## src/issue_pkg.sv

```systemverilog
// issue stage package: opcodes, split state and the decode/issue structs
package issue_pkg;

    // encoding of nop (andi r0, r0, 0), fills an empty lane
    localparam logic [31:0] INST_NOP = 32'h0340_0000;

    // micro-op of one decoded instruction
    typedef enum logic [3:0] {
        UOP_NOP     = 4'd0,
        UOP_ADD     = 4'd1,
        UOP_SUB     = 4'd2,
        UOP_AND     = 4'd3,
        UOP_OR      = 4'd4,
        UOP_MUL     = 4'd5,  // pairs with an alu op
        UOP_LD      = 4'd6,  // pairs with an alu op
        UOP_ST      = 4'd7,
        UOP_BR      = 4'd8,
        UOP_SYSCALL = 4'd9,  // syscall and break
        UOP_PRIV    = 4'd10
    } uop_e;

    // second beat of a split pair pending or not
    typedef enum logic {
        ST_PAIR   = 1'b0,
        ST_SECOND = 1'b1
    } split_state_e;

    // one decoded instruction, 144 bits
    typedef struct packed {
        logic [31:0] pc;
        logic [31:0] inst;
        uop_e        uop;
        logic [4:0]  rd;
        logic [4:0]  rj;
        logic [4:0]  rk;
        logic [31:0] imm;
        logic        excp;
        logic [6:0]  excp_code;
        logic        taken;      // predicted-taken branch
        logic [19:0] pad;
    } inst_t;

    typedef struct packed {
        inst_t slot0;
        inst_t slot1;
    } decode_pair_t;

    typedef struct packed {
        inst_t lane0;
        inst_t lane1;
        logic  lane1_valid;
        logic  single;           // one instruction this beat
    } issue_bundle_t;

endpackage

```

## src/decode_pair_reg.sv

```systemverilog
// decode pair register: holds one decoded pair until the issue logic consumes it
`timescale 1ns/1ns

module decode_pair_reg
    import issue_pkg::*;
(
    input  logic         clk,
    input  logic         rstn,
    input  logic         flush,

    // from decode
    input  logic         in_valid,
    input  decode_pair_t in_pair,
    output logic         in_allowin,

    // toward the pairing logic
    output logic         pair_valid,
    output decode_pair_t pair,
    input  logic         pair_consume
);

    logic in_fire;

    // empty, or emptied this cycle, so streaming keeps full rate
    assign in_allowin = !pair_valid || pair_consume;
    assign in_fire    = in_valid && in_allowin;

    always_ff @(posedge clk or negedge rstn) begin
        if (!rstn) begin
            pair_valid <= 1'b0;
        end else if (flush) begin
            pair_valid <= 1'b0;
        end else if (in_allowin) begin
            pair_valid <= in_valid;
        end
    end

    // payload only moves on an accepted transfer
    always_ff @(posedge clk) begin
        if (in_fire) begin
            pair <= in_pair;
        end
    end

endmodule

```

## src/dual_issue_ctrl.sv

```systemverilog
// dual issue control: pairs or splits a decoded pair and drops the shadow of a taken branch
`timescale 1ns/1ns

module dual_issue_ctrl
    import issue_pkg::*;
#(
    parameter int ALLOW_DUAL = 1
) (
    input  logic          clk,
    input  logic          rstn,
    input  logic          flush,

    // from the pair register
    input  logic          pair_valid,
    input  decode_pair_t  pair,
    output logic          pair_consume,

    // toward the output register
    output logic          iss_valid,
    output issue_bundle_t iss_bundle,
    input  logic          iss_allowin
);

    split_state_e state;
    split_state_e state_nxt;

    logic  class_ok;
    logic  hazard;
    logic  any_excp;
    logic  nop1;
    logic  can_dual;
    logic  drop;
    inst_t nop_lane;

    function automatic logic is_alu(input uop_e uop);
        return uop inside {UOP_ADD, UOP_SUB, UOP_AND, UOP_OR};
    endfunction

    // mul and ld may sit next to a simple alu op
    function automatic logic is_alu_mate(input uop_e uop);
        return uop inside {UOP_MUL, UOP_LD};
    endfunction

    function automatic logic writes_rd(input inst_t i);
        return (is_alu(i.uop) || is_alu_mate(i.uop)) && (i.rd != 5'd0);
    endfunction

    function automatic logic reads_reg(input inst_t i, input logic [4:0] r);
        return (i.rj == r) || (i.rk == r);
    endfunction

    assign class_ok = (is_alu(pair.slot0.uop) && is_alu(pair.slot1.uop))
                   || (is_alu(pair.slot0.uop) && is_alu_mate(pair.slot1.uop))
                   || (is_alu_mate(pair.slot0.uop) && is_alu(pair.slot1.uop));

    // raw and war inside the pair, r0 never counts
    assign hazard = (writes_rd(pair.slot0) && reads_reg(pair.slot1, pair.slot0.rd))
                 || (writes_rd(pair.slot1) && reads_reg(pair.slot0, pair.slot1.rd));

    assign any_excp = pair.slot0.excp || pair.slot1.excp;
    assign nop1     = (pair.slot1.uop == UOP_NOP);

    assign can_dual = (ALLOW_DUAL != 0) && class_ok && !hazard && !any_excp && !nop1;

    // shadow of a taken branch is never issued
    assign drop = (state == ST_SECOND) && pair.slot0.taken;

    always_comb begin
        nop_lane      = '0;
        nop_lane.inst = INST_NOP;
        nop_lane.uop  = UOP_NOP;
    end

    always_comb begin
        iss_bundle             = '0;
        iss_bundle.lane1       = nop_lane;
        iss_bundle.lane1_valid = 1'b0;
        iss_bundle.single      = 1'b1;
        iss_valid              = 1'b0;
        pair_consume           = 1'b0;
        case (state)
            ST_PAIR: begin
                iss_valid        = pair_valid;
                iss_bundle.lane0 = pair.slot0;
                if (can_dual) begin
                    iss_bundle.lane1       = pair.slot1;
                    iss_bundle.lane1_valid = 1'b1;
                    iss_bundle.single      = 1'b0;
                    pair_consume           = pair_valid && iss_allowin;
                end
            end
            ST_SECOND: begin
                iss_valid        = pair_valid && !drop;
                iss_bundle.lane0 = pair.slot1;
                pair_consume     = pair_valid && (drop || iss_allowin);
            end
            default: begin
                iss_valid = 1'b0;
            end
        endcase
    end

    always_comb begin
        state_nxt = state;
        case (state)
            ST_PAIR: begin
                if (pair_valid && iss_allowin && !can_dual) begin
                    state_nxt = ST_SECOND;   // slot0 left alone
                end
            end
            ST_SECOND: begin
                if (pair_consume) begin
                    state_nxt = ST_PAIR;
                end
            end
            default: begin
                state_nxt = ST_PAIR;
            end
        endcase
    end

    always_ff @(posedge clk or negedge rstn) begin
        if (!rstn) begin
            state <= ST_PAIR;
        end else if (flush) begin
            state <= ST_PAIR;
        end else begin
            state <= state_nxt;
        end
    end

endmodule

```

## src/issue_out_reg.sv

```systemverilog
// issue output register: pipeline register toward register read, holds under back-pressure
`timescale 1ns/1ns

module issue_out_reg
    import issue_pkg::*;
(
    input  logic          clk,
    input  logic          rstn,
    input  logic          flush,

    // from the pairing logic
    input  logic          iss_valid,
    input  issue_bundle_t iss_bundle,
    output logic          iss_allowin,

    // toward register read
    output logic          out_valid,
    output issue_bundle_t out_bundle,
    input  logic          out_allowin
);

    logic load;

    // free slot, or the current beat leaves this cycle
    assign iss_allowin = !out_valid || out_allowin;
    assign load        = iss_valid && iss_allowin;

    always_ff @(posedge clk or negedge rstn) begin
        if (!rstn) begin
            out_valid <= 1'b0;
        end else if (flush) begin
            out_valid <= 1'b0;
        end else if (iss_allowin) begin
            out_valid <= iss_valid;
        end
    end

    always_ff @(posedge clk) begin
        if (load) begin
            out_bundle <= iss_bundle;   // held while stalled
        end
    end

endmodule

```

## src/issue_top.sv

```systemverilog
// issue stage top: pair register, dual issue control and output register
`timescale 1ns/1ns

module issue_top
    import issue_pkg::*;
#(
    parameter int ALLOW_DUAL = 1
) (
    input  logic          clk,
    input  logic          rstn,
    input  logic          flush,

    input  logic          in_valid,
    input  decode_pair_t  in_pair,
    output logic          in_allowin,

    output logic          out_valid,
    output issue_bundle_t out_bundle,
    input  logic          out_allowin
);

    logic          pair_valid;
    decode_pair_t  pair;
    logic          pair_consume;
    logic          iss_valid;
    issue_bundle_t iss_bundle;
    logic          iss_allowin;

    decode_pair_reg decode_pair_reg_i (
        .clk          (clk),
        .rstn         (rstn),
        .flush        (flush),
        .in_valid     (in_valid),
        .in_pair      (in_pair),
        .in_allowin   (in_allowin),
        .pair_valid   (pair_valid),
        .pair         (pair),
        .pair_consume (pair_consume)
    );

    dual_issue_ctrl #(
        .ALLOW_DUAL (ALLOW_DUAL)
    ) dual_issue_ctrl_i (
        .clk          (clk),
        .rstn         (rstn),
        .flush        (flush),
        .pair_valid   (pair_valid),
        .pair         (pair),
        .pair_consume (pair_consume),
        .iss_valid    (iss_valid),
        .iss_bundle   (iss_bundle),
        .iss_allowin  (iss_allowin)
    );

    issue_out_reg issue_out_reg_i (
        .clk         (clk),
        .rstn        (rstn),
        .flush       (flush),
        .iss_valid   (iss_valid),
        .iss_bundle  (iss_bundle),
        .iss_allowin (iss_allowin),
        .out_valid   (out_valid),
        .out_bundle  (out_bundle),
        .out_allowin (out_allowin)
    );

endmodule

```

## config.mk

```make
export PLATFORM = sky130hd
export DESIGN_NAME = issue_top
export DESIGN_NICKNAME = d
export VERILOG_FILES = /design/src/issue_pkg.sv /design/src/decode_pair_reg.sv /design/src/dual_issue_ctrl.sv /design/src/issue_out_reg.sv /design/src/issue_top.sv
export SDC_FILE = /design/constraint.sdc
export NUM_CORES = 1
export LEC_CHECK = 0
export BUFFER_PORTS_ARGS = -buffer_cell sky130_fd_sc_hd__buf_2
export CAP_MARGIN = 20
export CELL_PAD_IN_SITES_DETAIL_PLACEMENT = 1
export CELL_PAD_IN_SITES_GLOBAL_PLACEMENT = 1
export CORE_MARGIN = 1.5
export CORE_UTILIZATION = 35
export CTS_BUF_LIST = sky130_fd_sc_hd__clkbuf_4
export CTS_CLUSTER_SIZE = 24
export DETAILED_ROUTE_END_ITERATION = 10
export HOLD_SLACK_MARGIN = 0.05
export PLACE_DENSITY_LB_ADDON = 0.1
export SLEW_MARGIN = 20
export SYNTH_ARGS = -nofsm -noshare
export SYNTH_HDL_FRONTEND = slang
export SYNTH_SLANG_ARGS = --single-unit
export TNS_END_PERCENT = 20
```

## constraint.sdc

```tcl
create_clock -name clk -period 12.15 [get_ports clk]
set_input_delay 1.8225 -clock clk [delete_from_list [all_inputs] [get_ports clk]]
set_output_delay 1.8225 -clock clk [all_outputs]
set_load 0.01 [all_outputs]
```

Yosys cells after proc, flatten, opt, wreduce, memory -nomap -nowiden:

Index checks and enable logic that the tools add are counted.

* register bits after elaboration: 581
* input port bits: 293
* output and inout port bits: 292
* word-level logic and storage cells: 125

* equal/unequal tests: 16
* mux-type cells: 13
* bitwise operators: 2
* reductions and logical operators: 45

Operator list (number)
* $pmux W144 S2: 1
* $eq A4 B3 Y1 const B: 6
* $eq A5 B5 Y1: 4
* $logic_and A1 B1 Y1: 17
* $eq A4 B2 Y1 const B: 4
* $logic_or A1 B1 Y1: 11
* $reduce_bool A5 Y1: 2
* $eq A4 B1 Y1 const B: 2
* $mux W1: 8
* $reduce_bool A2 Y1: 4
* $reduce_bool A4 Y1: 2
* $logic_not A1 Y1: 7
* $pmux W1 S2: 3
* $logic_not A4 Y1: 1
* $mux W2: 1
* $not A1 Y1: 2
* $reduce_or A2 Y1: 1

Longest topological paths before layout:

* depth in word-level cells: 15
* depth in mapped cells: 8

By module:

From an unflattened synthesis, not the netlist that was laid out.

* cell total of the unflattened synthesis: 961
* area, all modules: 20616.0 µm²

Modules (own cells, without submodules)
* issue_out_reg: instances 1, cells each 295, area each 8768.4 µm², sequential area each 8733.4 µm²
* decode_pair_reg: instances 1, cells each 293, area each 8708.4 µm², sequential area each 8673.3 µm²
* dual_issue_ctrl: instances 1, cells each 373, area each 3139.3 µm², sequential area each 25.0 µm²

Least setup slack after synthesis:

Ideal clock, no wire load.

* path kind: input to register
* start: in out_allowin
* end: reg decode_pair_reg_i.pair[0] (netlist name)
* setup time: 0.689 ns
* arrival time: 8.701 ns
* required time: 11.461 ns
* slack: 2.761 ns
* cell stages on the path: 3
* buffers on the path: 0
* cell sequence: nand2b_1 -> nor2_1 -> and3b_1

* word-level cells in the longest chain between the ends: 6
* elaborated cells on any way between the ends: 8
* classes of those cells: mux (2); reduce/logical (6)

RTL lines
* from (decl): line issue_top.sv:19 `input logic out_allowin`
* $logic_or A1 B1 Y1 (*): line issue_out_reg.sv:25 `assign iss_allowin = !out_valid || out_allowin;`
* $logic_and A1 B1 Y1 or $logic_or A1 B1 Y1 (tied branches): line dual_issue_ctrl.sv:89, dual_issue_ctrl.sv:95
* $mux W1 or $logic_and A1 B1 Y1 (tied branches): line dual_issue_ctrl.sv:85, dual_issue_ctrl.sv:95
* $pmux W1 S2 (*): line dual_issue_ctrl.sv:81 `case (state)`
* $logic_or A1 B1 Y1 (*): line decode_pair_reg.sv:25 `assign in_allowin = !pair_valid || pair_consume;`
* $logic_and A1 B1 Y1 (*): line decode_pair_reg.sv:26 `assign in_fire = in_valid && in_allowin;`
* named net decode_pair_reg_i.in_fire: line decode_pair_reg.sv:22 `logic in_fire;`

The timed path passes the listed nets; every way through them passes the cells marked *.
A chain may end at the register's enable or synchronous reset.

Worst setup path in the final report:

* start: reg decode_pair_reg_i.pair[76] (netlist name)
* end: out in_allowin

* word-level cells in the longest chain between the ends: 13
* elaborated cells on any way between the ends: 26
* classes of those cells: eq/ne (6); mux (2); reduce/logical (18)

RTL lines
* $eq A4 B1 Y1 (tied with other cells): line dual_issue_ctrl.sv:36 `return uop inside {UOP_ADD, UOP_SUB, UOP_AND, UOP_OR};`
* $reduce_bool A4 Y1 or $reduce_bool A2 Y1 (tied branches): line dual_issue_ctrl.sv:36, dual_issue_ctrl.sv:41
* $logic_or A1 B1 Y1: line dual_issue_ctrl.sv:45 `return (is_alu(i.uop) || is_alu_mate(i.uop)) && (i.rd != 5'd0);`
* $logic_and A1 B1 Y1: line dual_issue_ctrl.sv:45
* $logic_and A1 B1 Y1: line dual_issue_ctrl.sv:58 `|| (writes_rd(pair.slot1) && reads_reg(pair.slot0, pair.slot1.rd));`
* $logic_or A1 B1 Y1: line dual_issue_ctrl.sv:58
* $logic_not A1 Y1: line dual_issue_ctrl.sv:63 `assign can_dual = (ALLOW_DUAL != 0) && class_ok && !hazard && !any_excp && !nop1;`
* $logic_and A1 B1 Y1 (2 in a row): line dual_issue_ctrl.sv:63
* $logic_and A1 B1 Y1 (*): line dual_issue_ctrl.sv:63
* $mux W1 (*): line dual_issue_ctrl.sv:85 `if (can_dual) begin`
* $pmux W1 S2 (*): line dual_issue_ctrl.sv:81
* $logic_or A1 B1 Y1 (*): line decode_pair_reg.sv:25
* to (decl): line issue_top.sv:15 `output logic in_allowin,`

Every way passes the cells marked *; elsewhere a longest branch is shown, timed or not.

==> results.sh <==
export IMPL_drc=0
export IMPL_yosysTopAreaCell="edfxtp_1"
export IMPL_via_per_inst=4.52
export IMPL_synth_ff_type="edfxtp_1"
export IMPL_place_congestion=0.773
export IMPL_end_kind="output port"
export IMPL_ys_seq_area_share_pct=84.9
export IMPL_fillers=5792
export IMPL_synth_avg_cell_area_sq_um=21.2
export IMPL_setup_viol_count_final=0
export IMPL_cts_buffers=159
export IMPL_cpLargestDelayFamily="simple AND/OR/NAND/NOR gates"
export IMPL_final_cell_mix="buf_2, edfxtp_1, clkbuf_4"
export IMPL_async_reset_ff_share_pct=0.516
export IMPL_relSlewSlack_pct=28.4
export IMPL_min_period_ns=4.78
export IMPL_core_sq_um=57800
export IMPL_antenna_found_initial=28
export IMPL_area_delta_synth_final_pct=28.9
export IMPL_initial_core_util_pct=35.5
export IMPL_outcome="complete, no violations"
export IMPL_p_comb_share_pct=8.1
export IMPL_peakVddDrop_uv=87.0
export IMPL_clock_latency_ns=0.96
export IMPL_whs_ns=0.496
export IMPL_path_class="reg2out"
export IMPL_cp_data_required_time_ns=10.33
export IMPL_synth_area_leaders="edfxtp_1, mux2_2, and2_1"
export IMPL_grt_pass1_wl_mm=81.9
export IMPL_slowest_delay_ns=0.45
export IMPL_cp_num_buf_inv=2
export IMPL_dieWidth_um=245
export IMPL_ys_seq_elements=581
export IMPL_synth_top_area_share_pct=84.6
export IMPL_clk_pin_slew_ns=0.06
export IMPL_clockRootBuffer="clkbuf_4"
export IMPL_first_iter_violations=541
export IMPL_chipHeight_um=245
export IMPL_final_period_utilization_pct=39.4
export IMPL_cts_tree="done"
export IMPL_power_switching_share_pct=23.5
export IMPL_ctsHoldBuffers=0
export IMPL_p_total_uw=4560
export IMPL_grt_overflow=0
export IMPL_multiInputGateArea_sq_um=2970
export IMPL_critPathSlowestCell="edfxtp_1"
export IMPL_syn_inst=966
export IMPL_synth_cell_types=30
export IMPL_crit_chain="and3_1 > nor3_1 > and4bb_1 > o21ai_1 > nor3_4 > inv_2 > a21oi_1 > buf_2"
export IMPL_hpwlAfterDp_mm=39.0
export IMPL_syn_area_sq_um=20500
export IMPL_drive_gt1_share_pct=55.5
export IMPL_cts_resized=0
export IMPL_worst_slew_pin_slew_ns=1.07
export IMPL_switching_power_uw=1070
export IMPL_fmax_ghz=0.209
export IMPL_core_rowCount=88
export IMPL_cts_buffer_depth=3
export IMPL_postLayoutCoreUtil_pct=45.8
export IMPL_die_area_sq_um=60100
export IMPL_grt_max_degree=174
export IMPL_hold_path_class="reg2reg"
export IMPL_startpoint_type="register"
export IMPL_numClockSinks=581
export IMPL_p_int_uw=3490
export IMPL_power_density_nw_per_um2=172
export IMPL_rsz0062_at_grt="no"
export IMPL_dr_pass1_iters=6
export IMPL_via_count=11688
export IMPL_leakage_uw=0.0102
export IMPL_synth_edf_count=578
export IMPL_final_seq_area_sq_um=17400
export IMPL_final_common_cell="buf_2"
export IMPL_grt_usage_pct=19.1
export IMPL_slew_violations=0
export IMPL_arrival_ns=2.96
export IMPL_io_buffers=584
export IMPL_max_cap_viol_count=0
export IMPL_synth_warnings=0
export IMPL_hold_viol_final=0
export IMPL_h_tree_depth=4
export IMPL_p_clk_share_pct=38.2
export IMPL_fin_nets=1985
export IMPL_pin_count=585
export IMPL_ant_nets=0
export IMPL_crit_fanout=6
export IMPL_wirelength_mm=57.5
export IMPL_final_setup_tns_ns=0
export IMPL_fin_skew_ns=0.0579
export IMPL_wl_per_cell_um=22.2
export IMPL_seq_power_share_pct=53.7
export IMPL_cts_setup_buffers=0
export IMPL_grt_pass1_vias=12633
==> worst paths after layout <==
kind | from | end | depth (start not counted) | slack (ns)
worst max-delay path | decode_pair_reg_i.pair[76] | in_allowin | 8 | 7.37
worst min-delay path | decode_pair_reg_i.pair[84] | issue_out_reg_i.out_bundle[86] | 1 | 0.50
worst max register to register | decode_pair_reg_i.pair[76] | decode_pair_reg_i.pair[109] | 8 | 7.49
worst min register to register | decode_pair_reg_i.pair[84] | issue_out_reg_i.out_bundle[86] | 1 | 0.50
max in group asynchronous | rstn | decode_pair_reg_i.pair_valid | 1 | 11.33
min in group asynchronous | rstn | issue_out_reg_i.out_valid | 1 | 0.67
==> area by class of cell <==
cell class	count	share of cell area, %
multi-input combinational	354	11.2
antenna	17	0.161
tap	765	3.62
inverter	1	0.0142
timing repair buffer	595	11.5
clock buffer	249	7.07
sequential	581	65.9
clock inverter	25	0.516
==> synthesized netlist by cell type (all sizes together), types with 4 or more instances <==
cell    count
clkbuf     23
a21oi       5
nand2b      4
nor3       11
buf         8
nand3       5
and2      139
xnor2       8
edfxtp    578
o21ai       5
mux2      144
xor2       13
==> power groups by stage <==
stage / Combinational [uW] / Clock [uW] / Sequential, uW
2_1_floorplan: 142 / 0 / 2560
3_3_place_gp: 372 / 0 / 2490
3_5_place_dp: 377 / 0 / 2500
4_1_cts: 378 / 1820 / 2450
6_report: 369 / 1740 / 2450
5_1_grt: 399 / 1930 / 2470
==> cell families after synthesis <==
| kind of cell | Yosys count | share of synthesized area (%) |
|---|---|---|
| AND/OR/NAND/NOR | 174 | 5.25 |
| AO/OA/AOI/OAI | 13 | 0.354 |
| buffers and inverters | 32 | 0.658 |
| multiplexers | 144 | 7.90 |
| other | 1 | 0.0183 |
| flip-flops | 581 | 84.9 |
| XOR/XNOR | 21 | 0.896 |
==> routing by layer <==
layer  wire length, um  vias to the layer above  track usage [%]
li1                  -                     5284                -
met3              6600                      114             10.6
met4              1370                       32             8.61
met1             20800                     5780             20.7
met5               214                        -                0
met2             28500                      478             30.5
==> stage by stage <==
step	cell area, sq um	instances	worst slack [ns]
floorplan	20500	967	2.76
global placement	24400	2295	7.13
detailed placement	24400	2295	7.04
CTS	26400	2569	7.11
global route	26400	2583	6.95
finish	26500	2587	7.37
==> sequential cells by signal, summed over array words and instances (netlist names) <==
signal                        flops
decode_pair_reg_i.pair          288
decode_pair_reg_i.pair_valid      1
issue_out_reg_i.out_valid         1
dual_issue_ctrl_i.state           1
issue_out_reg_i.out_bundle      290
(Power assumes the default switching activity.)
